File: src/source/isa_pkg.sv
// RV32I encodings plus the custom-0 warp-control opcode; F, M and 64-bit word forms are not covered
package isa_pkg;

    localparam int XLEN = 32;

    typedef logic [31:0]     instr_t;
    typedef logic [4:0]      reg_idx_t;
    typedef logic [XLEN-1:0] word_t;
    typedef logic [11:0]     csr_addr_t;

    // Major opcodes, bits 6:0
    typedef enum logic [6:0] {
        OP_I     = 7'b0010011,
        OP_R     = 7'b0110011,
        OP_LUI   = 7'b0110111,
        OP_AUIPC = 7'b0010111,
        OP_JAL   = 7'b1101111,
        OP_JALR  = 7'b1100111,
        OP_B     = 7'b1100011,
        OP_L     = 7'b0000011,
        OP_S     = 7'b0100011,
        OP_FENCE = 7'b0001111,
        OP_SYS   = 7'b1110011,
        OP_EXT1  = 7'b0001011  // custom-0, warp control
    } opcode_e;

    typedef enum logic [3:0] {
        ALU_ADD, ALU_SUB, ALU_SLL, ALU_SLT, ALU_SLTU, ALU_XOR,
        ALU_SRL, ALU_SRA, ALU_OR, ALU_AND, ALU_LUI, ALU_AUIPC
    } alu_op_e;

    // Branch unit ops, system calls and returns included
    typedef enum logic [3:0] {
        BR_EQ, BR_NE, BR_LT, BR_GE, BR_LTU, BR_GEU, BR_JAL, BR_JALR,
        BR_ECALL, BR_EBREAK, BR_URET, BR_SRET, BR_MRET
    } br_op_e;

    typedef enum logic [3:0] {
        SFU_TMC, SFU_WSPAWN, SFU_SPLIT, SFU_JOIN, SFU_BAR, SFU_PRED,
        SFU_CSRRW, SFU_CSRRS, SFU_CSRRC
    } sfu_op_e;

    // Loads are {0,funct3}, stores {1,funct3}; 4'hf is free in RV32
    localparam logic [3:0] LSU_FENCE = 4'hf;

endpackage

File: src/source/decode_pkg.sv
// Pipeline-side types for 4 warps of 4 threads; op_type carries a 4-bit isa_pkg opcode of the unit
package decode_pkg;

    localparam int NUM_WARPS   = 4;
    localparam int NUM_THREADS = 4;

    typedef logic [$clog2(NUM_WARPS)-1:0] wid_t;
    typedef logic [NUM_THREADS-1:0]       tmask_t;
    typedef logic [3:0]                   op_type_t;

    typedef enum logic [1:0] {
        EX_ALU,
        EX_LSU,
        EX_SFU
    } ex_type_e;

    typedef struct packed {
        wid_t            wid;
        tmask_t          tmask;
        isa_pkg::word_t  pc;
        isa_pkg::instr_t instr;
    } fetch_pkt_t;

    typedef struct packed {
        ex_type_e          ex_type;
        op_type_t          op_type;
        logic              is_br;
        logic              use_pc;
        logic              use_imm;
        isa_pkg::word_t    imm;
        logic              wb;    // rd written and rd != x0
        isa_pkg::reg_idx_t rd;
        isa_pkg::reg_idx_t rs1;
        isa_pkg::reg_idx_t rs2;
    } uop_body_t;

    typedef struct packed {
        wid_t           wid;
        tmask_t         tmask;
        isa_pkg::word_t pc;
        uop_body_t      body;
    } uop_t;

    typedef struct packed {
        wid_t wid;
        logic is_wstall;
    } sched_msg_t;

endpackage

File: src/source/imm_gen.sv
// Pure combinational; imm_i gives the zero-extended shamt only for OP_I shifts
module imm_gen (
    input  isa_pkg::instr_t instr,
    output isa_pkg::word_t  imm_i,
    output isa_pkg::word_t  imm_s,
    output isa_pkg::word_t  imm_b,
    output isa_pkg::word_t  imm_u,
    output isa_pkg::word_t  imm_j
);

    logic is_shift;

    // SLLI / SRLI / SRAI
    assign is_shift = (instr[6:0] == isa_pkg::OP_I) && (instr[13:12] == 2'b01);

    always_comb begin
        if (is_shift) begin
            imm_i = {27'b0, instr[24:20]};
        end else begin
            imm_i = {{20{instr[31]}}, instr[31:20]};
        end
    end

    assign imm_s = {{20{instr[31]}}, instr[31:25], instr[11:7]};
    assign imm_b = {{19{instr[31]}}, instr[31], instr[7], instr[30:25], instr[11:8], 1'b0};
    assign imm_u = {instr[31:12], 12'b0};
    assign imm_j = {{11{instr[31]}}, instr[31], instr[19:12], instr[20], instr[30:21], 1'b0};

endmodule

File: src/source/op_tables.sv
// Combinational funct lookups; unused branch funct3 and unknown system codes fall back to EQ / ECALL
module op_tables (
    input  isa_pkg::instr_t  instr,
    output isa_pkg::alu_op_e alu_op,
    output isa_pkg::br_op_e  br_op,
    output isa_pkg::br_op_e  sys_op
);

    logic [2:0] funct3;
    logic       alt;       // funct7 bit 5

    assign funct3 = instr[14:12];
    assign alt    = instr[30];

    always_comb begin
        case (funct3)
            3'h0: alu_op = (instr[5] && alt) ? isa_pkg::ALU_SUB : isa_pkg::ALU_ADD; // R form only
            3'h1: alu_op = isa_pkg::ALU_SLL;
            3'h2: alu_op = isa_pkg::ALU_SLT;
            3'h3: alu_op = isa_pkg::ALU_SLTU;
            3'h4: alu_op = isa_pkg::ALU_XOR;
            3'h5: alu_op = alt ? isa_pkg::ALU_SRA : isa_pkg::ALU_SRL;
            3'h6: alu_op = isa_pkg::ALU_OR;
            default: alu_op = isa_pkg::ALU_AND;
        endcase
    end

    always_comb begin
        case (funct3)
            3'h1: br_op = isa_pkg::BR_NE;
            3'h4: br_op = isa_pkg::BR_LT;
            3'h5: br_op = isa_pkg::BR_GE;
            3'h6: br_op = isa_pkg::BR_LTU;
            3'h7: br_op = isa_pkg::BR_GEU;
            default: br_op = isa_pkg::BR_EQ;
        endcase
    end

    // funct12 of the SYSTEM opcode with funct3 zero
    always_comb begin
        case (instr[31:20])
            12'h001: sys_op = isa_pkg::BR_EBREAK;
            12'h002: sys_op = isa_pkg::BR_URET;
            12'h102: sys_op = isa_pkg::BR_SRET;
            12'h302: sys_op = isa_pkg::BR_MRET;
            default: sys_op = isa_pkg::BR_ECALL;
        endcase
    end

endmodule

File: src/source/instr_decoder.sv
// RV32I plus warp-control decode; unknown opcodes become an ALU op with no registers and no wb
module instr_decoder (
    input  isa_pkg::instr_t      instr,
    output decode_pkg::uop_body_t body,
    output logic                 is_wstall
);

    isa_pkg::opcode_e  opcode;
    isa_pkg::reg_idx_t rd;
    isa_pkg::reg_idx_t rs1;
    isa_pkg::reg_idx_t rs2;
    logic [2:0]        funct3;
    logic [6:0]        funct7;
    logic              use_rd;
    isa_pkg::word_t    imm_i, imm_s, imm_b, imm_u, imm_j;
    isa_pkg::alu_op_e  alu_op;
    isa_pkg::br_op_e   br_op;
    isa_pkg::br_op_e   sys_op;

    assign opcode = isa_pkg::opcode_e'(instr[6:0]);
    assign rd     = instr[11:7];
    assign rs1    = instr[19:15];
    assign rs2    = instr[24:20];
    assign funct3 = instr[14:12];
    assign funct7 = instr[31:25];

    imm_gen u_imm_gen (
        .instr (instr),
        .imm_i (imm_i),
        .imm_s (imm_s),
        .imm_b (imm_b),
        .imm_u (imm_u),
        .imm_j (imm_j)
    );

    op_tables u_op_tables (
        .instr  (instr),
        .alu_op (alu_op),
        .br_op  (br_op),
        .sys_op (sys_op)
    );

    always_comb begin
        body         = '0;
        body.ex_type = decode_pkg::EX_ALU;
        use_rd       = 1'b0;
        is_wstall    = 1'b0;

        case (opcode)
            isa_pkg::OP_I: begin
                body.op_type = alu_op;
                body.use_imm = 1'b1;
                body.imm     = imm_i;
                body.rs1     = rs1;
                use_rd       = 1'b1;
            end
            isa_pkg::OP_R: begin
                body.op_type = alu_op;
                body.rs1     = rs1;
                body.rs2     = rs2;
                use_rd       = 1'b1;
            end
            isa_pkg::OP_LUI, isa_pkg::OP_AUIPC: begin
                body.op_type = instr[5] ? isa_pkg::ALU_LUI : isa_pkg::ALU_AUIPC;
                body.use_pc  = ~instr[5];
                body.use_imm = 1'b1;
                body.imm     = imm_u;
                use_rd       = 1'b1;
            end
            isa_pkg::OP_JAL, isa_pkg::OP_JALR: begin
                body.op_type = instr[3] ? isa_pkg::BR_JAL : isa_pkg::BR_JALR;
                body.is_br   = 1'b1;
                body.use_pc  = instr[3];
                body.use_imm = 1'b1;
                body.imm     = instr[3] ? imm_j : imm_i;
                body.rs1     = instr[3] ? '0 : rs1;
                use_rd       = 1'b1;
                is_wstall    = 1'b1;
            end
            isa_pkg::OP_B: begin
                body.op_type = br_op;
                body.is_br   = 1'b1;
                body.use_pc  = 1'b1;
                body.use_imm = 1'b1;
                body.imm     = imm_b;
                body.rs1     = rs1;
                body.rs2     = rs2;
                is_wstall    = 1'b1;
            end
            isa_pkg::OP_L, isa_pkg::OP_S: begin
                body.ex_type = decode_pkg::EX_LSU;
                body.op_type = {instr[5], funct3}; // bit 3 marks a store
                body.use_imm = 1'b1;
                body.imm     = instr[5] ? imm_s : imm_i;
                body.rs1     = rs1;
                body.rs2     = instr[5] ? rs2 : '0;
                use_rd       = ~instr[5];
            end
            isa_pkg::OP_FENCE: begin
                body.ex_type = decode_pkg::EX_LSU;
                body.op_type = isa_pkg::LSU_FENCE;
            end
            isa_pkg::OP_SYS: begin
                use_rd    = 1'b1;
                is_wstall = 1'b1;
                if (funct3[1:0] != 2'b00) begin
                    body.ex_type    = decode_pkg::EX_SFU;
                    body.op_type    = (funct3[1:0] == 2'b01) ? isa_pkg::SFU_CSRRW :
                                      (funct3[1:0] == 2'b10) ? isa_pkg::SFU_CSRRS :
                                                               isa_pkg::SFU_CSRRC;
                    body.use_imm    = funct3[2];
                    body.imm[11:0]  = isa_pkg::csr_addr_t'(instr[31:20]);
                    if (funct3[2]) begin
                        body.imm[16:12] = rs1; // uimm form
                    end else begin
                        body.rs1 = rs1;
                    end
                end else begin
                    body.op_type = sys_op;
                    body.is_br   = 1'b1;
                    body.use_pc  = 1'b1;
                    body.use_imm = 1'b1;
                    body.imm     = isa_pkg::word_t'(4);
                end
            end
            isa_pkg::OP_EXT1: begin
                if (funct7 == 7'h00 && funct3 <= 3'h5) begin
                    body.ex_type = decode_pkg::EX_SFU;
                    body.op_type = {1'b0, funct3}; // TMC..PRED follow funct3
                    body.rs1     = rs1;
                    body.rs2     = (funct3 == 3'h1 || funct3 >= 3'h4) ? rs2 : '0;
                    use_rd       = (funct3 == 3'h2); // SPLIT
                    is_wstall    = 1'b1;
                end
            end
            default: ;
        endcase

        body.rd = use_rd ? rd : '0;
        body.wb = use_rd && (rd != '0);
    end

endmodule

File: src/source/decode_pipe_reg.sv
// One-entry valid/ready stage; accepts while empty or draining, so full rate needs uop_ready high
module decode_pipe_reg (
    input  logic                   clk,
    input  logic                   reset,
    input  logic                   fetch_valid,
    output logic                   fetch_ready,
    input  decode_pkg::fetch_pkt_t fetch,
    input  decode_pkg::uop_body_t  body,
    input  logic                   is_wstall,
    output logic                   uop_valid,
    output decode_pkg::uop_t       uop,
    input  logic                   uop_ready,
    output logic                   sched_valid,
    output decode_pkg::sched_msg_t sched
);

    logic accept;

    assign fetch_ready = ~uop_valid || uop_ready;
    assign accept      = fetch_valid && fetch_ready;

    always_ff @(posedge clk) begin
        if (reset) begin
            uop_valid <= 1'b0;
        end else if (fetch_ready) begin
            uop_valid <= fetch_valid;
        end
    end

    always_ff @(posedge clk) begin
        if (accept) begin
            uop.wid   <= fetch.wid;
            uop.tmask <= fetch.tmask;
            uop.pc    <= fetch.pc;
            uop.body  <= body;
        end
    end

    // Scheduler hears about the packet in its accept cycle
    assign sched_valid     = accept;
    assign sched.wid       = fetch.wid;
    assign sched.is_wstall = is_wstall;

endmodule

File: src/source/decode_top.sv
// Decode stage top; one cycle from fetch accept to uop_valid, scheduler pulse in the accept cycle
module decode_top (
    input  logic                   clk,
    input  logic                   reset,
    input  logic                   fetch_valid,
    output logic                   fetch_ready,
    input  decode_pkg::fetch_pkt_t fetch,
    output logic                   uop_valid,
    input  logic                   uop_ready,
    output decode_pkg::uop_t       uop,
    output logic                   sched_valid,
    output decode_pkg::sched_msg_t sched
);

    decode_pkg::uop_body_t body;
    logic                  is_wstall;

    instr_decoder u_instr_decoder (
        .instr     (fetch.instr),
        .body      (body),
        .is_wstall (is_wstall)
    );

    decode_pipe_reg u_decode_pipe_reg (
        .clk         (clk),
        .reset       (reset),
        .fetch_valid (fetch_valid),
        .fetch_ready (fetch_ready),
        .fetch       (fetch),
        .body        (body),
        .is_wstall   (is_wstall),
        .uop_valid   (uop_valid),
        .uop         (uop),
        .uop_ready   (uop_ready),
        .sched_valid (sched_valid),
        .sched       (sched)
    );

endmodule

File: config.mk
export PLATFORM = sky130hd
export DESIGN_NAME = decode_top
export DESIGN_NICKNAME = d
export VERILOG_FILES = /design/src/source/isa_pkg.sv /design/src/source/decode_pkg.sv /design/src/source/imm_gen.sv /design/src/source/op_tables.sv /design/src/source/instr_decoder.sv /design/src/source/decode_pipe_reg.sv /design/src/source/decode_top.sv
export SDC_FILE = /design/constraint.sdc
export NUM_CORES = 1
export LEC_CHECK = 0
export BUFFER_PORTS_ARGS = -buffer_cell sky130_fd_sc_hd__buf_4
export CAP_MARGIN = 10
export CORE_MARGIN = 2
export CORE_UTILIZATION = 52
export CTS_BUF_LIST = sky130_fd_sc_hd__clkbuf_16
export DETAILED_ROUTE_END_ITERATION = 10
export GPL_TIMING_DRIVEN = 0
export PLACE_DENSITY = 0.85
export REMOVE_ABC_BUFFERS = 1
export SKIP_CTS_REPAIR_TIMING = 1
export SYNTH_ARGS = -nofsm -noshare
export SYNTH_HDL_FRONTEND = slang
export SYNTH_SLANG_ARGS = --single-unit
File: constraint.sdc
create_clock -name clk -period 10.71 [get_ports clk]
set_input_delay 2.142 -clock clk [delete_from_list [all_inputs] [get_ports clk]]
set_output_delay 2.142 -clock clk [all_outputs]
set_load 0.05 [all_outputs]
Word-level counts from Yosys, hierarchy flattened
Index checks and enable logic that the tools add are counted.
{"block": "totals", "reg_bits": 96, "in_bits": 74, "output_inout_bits": 101, "wordCells": 100}
{"block": "classes", "n_lt_le_gt_ge": 2, "n_eq_ne": 25, "mux": 36, "n_bitwise": 2, "reduce_logical": 21}
{"operator": "33-bit case mux with 6 select lines", "count": 1}
{"operator": "32-bit 2-to-1 mux", "count": 3}
{"operator": "4-bit case mux with 8 select lines", "count": 1}
{"operator": "5-bit 2-to-1 mux", "count": 6}
{"operator": "7-bit equality test, second input constant", "count": 4}
{"operator": "4-bit case mux with 7 select lines", "count": 1}
{"operator": "7-bit by 6-bit equality test with 1-bit output, second input constant", "count": 3}
{"operator": "5-bit case mux with 4 select lines", "count": 1}
{"operator": "17-bit 2-to-1 mux", "count": 1}
{"operator": "3-bit case mux with 5 select lines", "count": 1}
{"operator": "5-bit case mux with 3 select lines", "count": 1}
{"operator": "7-bit by 4-bit equality test with 1-bit output, second input constant", "count": 2}
{"operator": "7-bit by 5-bit equality test with 1-bit output, second input constant", "count": 2}
{"operator": "12-bit by 1-bit equality test with 1-bit output, second input constant", "count": 1}
{"operator": "12-bit by 10-bit equality test with 1-bit output, second input constant", "count": 1}
{"operator": "12-bit by 2-bit equality test with 1-bit output, second input constant", "count": 1}
{"operator": "12-bit by 9-bit equality test with 1-bit output, second input constant", "count": 1}
{"operator": "3-bit equality test, second input constant", "count": 4}
{"operator": "4-bit 2-to-1 mux", "count": 3}
{"operator": "3-bit case mux with 4 select lines", "count": 1}
{"operator": "10-bit 2-to-1 mux", "count": 1}
{"operator": "2-bit OR reduction", "count": 5}
{"operator": "7-bit by 2-bit equality test with 1-bit output, second input constant", "count": 1}
{"operator": "7-bit logical NOT", "count": 1}
{"operator": "other kinds (23)", "count": 39}

Logic depth before layout (Yosys ltp)
{"block": "logic_depth", "ltp_word": 5, "ltp_mapped": 8, "depth_no_buf": 6}

By module
A second synthesis with hierarchy kept.
{"block": "unflattened", "cells_unflattened": 609, "area_unflattened_um2": 6393.6}
{"module": "decode_pipe_reg", "instances": 1, "cells_each": 103, "area_per_inst_um2": 2930.3, "seq_area_each_um2": 2872.8}
{"module": "instr_decoder", "instances": 1, "cells_each": 309, "area_per_inst_um2": 2006.9, "seq_area_each_um2": 0.0}
{"module": "imm_gen", "instances": 1, "cells_each": 172, "area_per_inst_um2": 1265.0, "seq_area_each_um2": 0.0}
{"module": "op_tables", "instances": 1, "cells_each": 25, "area_per_inst_um2": 191.4, "seq_area_each_um2": 0.0}

Worst setup path before layout
No wires, ideal clock.
{"block": "synth_path", "path_type": "input to output", "start": "input uop_ready", "end": "output sched_valid", "t_arrival_ns": 5.212, "t_required_ns": 8.568, "path_slack_ns": 3.356, "path_stages": 2, "n_path_buf": 0, "cell_sequence": "nand2b_1 > and2_1"}
{"block": "synth_between", "elab_chain_cells": 2}
{"item": "start: declaration", "line": "decode_top.sv:9", "text": "input logic uop_ready,"}
{"item": "1-bit logical OR", "line": "decode_pipe_reg.sv:19", "text": "assign fetch_ready = ~uop_valid || uop_ready;"}
{"item": "1-bit logical AND", "line": "decode_pipe_reg.sv:20", "text": "assign accept = fetch_valid && fetch_ready;"}
{"item": "end: declaration", "line": "decode_top.sv:11", "text": "output logic sched_valid,"}
No other way between the ends.

==> flow_summary.ini <==
[clock_tree]
cts_buffers = 9
clock_sinks = 96
clock_latency_ps = 330
cts-root-buf = clkbuf_16
cts_max_path_buffers = 2
cts.clk_slew.worst_paths_ps = 70
htree_levels = 3
cts_tree = yes

[global_routing]
track_usage_pct = 26.4
antenna_found_initial = 0
grt_max_degree = 53
grt_pass1_wl_um = 18100
grt_pass1_vias = 3361
overflow = 0

[critical_path]
cp_cell_sequence = buf_4 > nor4_2 > and4_1 > nand2_1 > nand2_1 > buf_4
r2r_end = u_decode_pipe_reg.uop[6]
critPathKind = input pin to output port
critPathMaxFanout = 9
critPathLaunchType = input pin
endpoint_kind = output port
crit_slowest_cell = nor4_2
worstReg2RegStart = u_decode_pipe_reg.uop_valid
reg2regPathDepth = 3
arrival_ps = 3710
rrSetupSlack_ps = 9000
required_ps = 8570
max_stage_delay_ps = 450

[floorplan]
io_pins = 175
core_um2 = 8220
core.rowCount = 33
die_x_um = 95.9
dieArea_um2 = 9200
start_util_pct = 53.4
die_y_um = 95.9

[route]
avgViaCountPerCell = 5.89
route.detailed.drc = 0
drtIter0Drc = 444
dr_total_vias = 3605
drt_wl_total_um = 12300
ant_nets = 0
dr.pass1.iters = 6
wire_per_inst_um = 20.1

[placement]
place_area_um2 = 5750
numPortBuffers = 174
place.detailed.hpwl_um = 8640
place_congestion = 1.04

[pwr]
p_leak_nw = 2.54
pwr_density_cell_nw_per_um2 = 154
ir_drop_v = 0.0000804

[cells_and_area]
design_area_um2 = 6030
area_growth_pct = 37.2
drive_gt1_share_pct = 39.6
antenna_cells = 0
nets = 580

[synthesis]
yosys.area_share.simple_pct = 14.2
syn_area_per_cell_um2 = 13.0
synth_fa_ha_area_share_pct = 1.14
ys_types = 64
synth_edf_count = 95
seq_area_frac_synth_pct = 65.4
async_reset_ff_share_pct = 0
synth_seq_cells = 96
synth_top_family_by_area = compound AO/OA/AOI/OAI gates
synth_compound_area_share_pct = 15.1
synthCells = 338
synthMuxAreaShare_pct = 0
synth_flop_cell = edfxtp_1
synth.cell_area_um2 = 4390
synth_xor_area_share_pct = 0.399
yosys_warnings = 0

[hold_path]
holdPathStages = 2
hold_path_class = flop to flop
whs_endpoint = u_decode_pipe_reg.uop_valid
hp-start = u_decode_pipe_reg.uop_valid

[sta]
slew_violations = 0
clock_skew_ps = 7.76
final_hold_viol_count = 0
grt_setup_unrepaired = false
fin_setup_tns_ps = 0
fmax_mhz = 171
worst_pin_slew_ps = 998
slew_headroom_pct = 33.3
setup-violations-final = 0
finalCritPeriodShare_pct = 54.7
finalCriticalPeriod_ps = 5860

[job]
maxCapViolCount = 0

[outcome]
status = finished clean
area by class of cell:
| type | instances | area (um2) |
|---|---|---|
| Tap cell | 105 | 131 |
| Multi-Input combinational cell | 206 | 1360 |
| Inverter | 14 | 52.6 |
| Clock inverter | 7 | 55.1 |
| Fill cell | 514 | 2190 |
| Sequential cell | 96 | 2870 |
| Clock buffer | 9 | 225 |
| Timing Repair Buffer | 175 | 1330 |
worst max-delay path by stage:
stage / slack (ps) / endpoint / start / cells after the start
floorplan: 3360 / sched_valid / uop_ready / 2
global placement: 2790 / sched_valid / uop_ready / 4
detailed placement: 4920 / sched[0] / fetch[31] / 6
CTS: 4900 / sched[0] / fetch[31] / 6
global route: 4770 / sched[0] / fetch[31] / 6
finish: 4850 / sched[0] / fetch[31] / 6
layer usage:
metal  share of wire, %  wire (um)  vias up  track usage [%]
met4                2.7        335        0             10.8
met1                 36       4430     1710             32.1
met2                 51       6290      251             45.2
met3                9.9       1220       30             6.19
met5                  0          0        -                0
li1                   -          -     1614                -
report_power, final:
group          total [mW]  internal (mW)  switching (mW)
Sequential          0.443          0.437         0.00648
Clock               0.302          0.159           0.142
Combinational       0.185         0.0574           0.127
Total               0.930          0.654           0.276
flip-flops by register name, summed over array words and instances, names as in the netlist:
signal,count
u_decode_pipe_reg.uop,95
u_decode_pipe_reg.uop_valid,1
kinds of logic after synthesis:
| group | Yosys count |
|---|---|
| XOR/XNOR | 2 |
| AO/OA/AOI/OAI | 94 |
| AND/OR/NAND/NOR | 106 |
| adder cells (fa/ha/maj) | 4 |
| buffers and inverters | 36 |
| flip-flops | 96 |
cells in the mapped netlist (5+ instances only):
library cell	n	area share, %
a21boi_0	12	2.1
a21o_1	15	2.6
a21oi_1	15	1.7
and2_1	8	1.1
buf_2	13	1.5
clkbuf_1	5	0.43
edfxtp_1	95	65
inv_1	14	1.2
nand2_1	15	1.3
nand3_1	7	0.80
nor2_1	25	2.1
nor2b_1	5	0.71
nor3_1	6	0.68
o211ai_1	5	0.85
o21ai_0	17	1.9
placed cells by master, fill, tap and decap left out, types with 5 or more instances in the layout:
cell	instances
a21boi_0	12
a21o_1	15
a21oi_1	15
and2_1	7
buf_4	174
clkbuf_16	9
edfxtp_1	95
inv_1	15
nand2_1	15
nand3_1	7
nor2_1	25
nor2b_1	5
nor3_1	6
o211ai_1	5
o21ai_0	17
worst max-delay path, delay by kind of cell:
| kind | cells | cell delay [ps] |
|---|---|---|
| AND/OR/NAND/NOR | 4 | 1210 |
| buffers and inverters | 2 | 350 |
through the flow:
stage	hold slack (ps)	setup slack [ps]	power, mW	cells	utilization, %
2_1_floorplan	1110	3360	0.558	316	-
3_3_place_gp	494	2790	0.631	595	69.6
3_5_place_dp	564	4920	0.634	596	69.9
4_1_cts	613	4900	0.931	612	73.3
5_1_grt	620	4770	0.954	612	73.3
6_report	618	4850	0.930	612	73.3
Power figures use the tool's default switching activity.
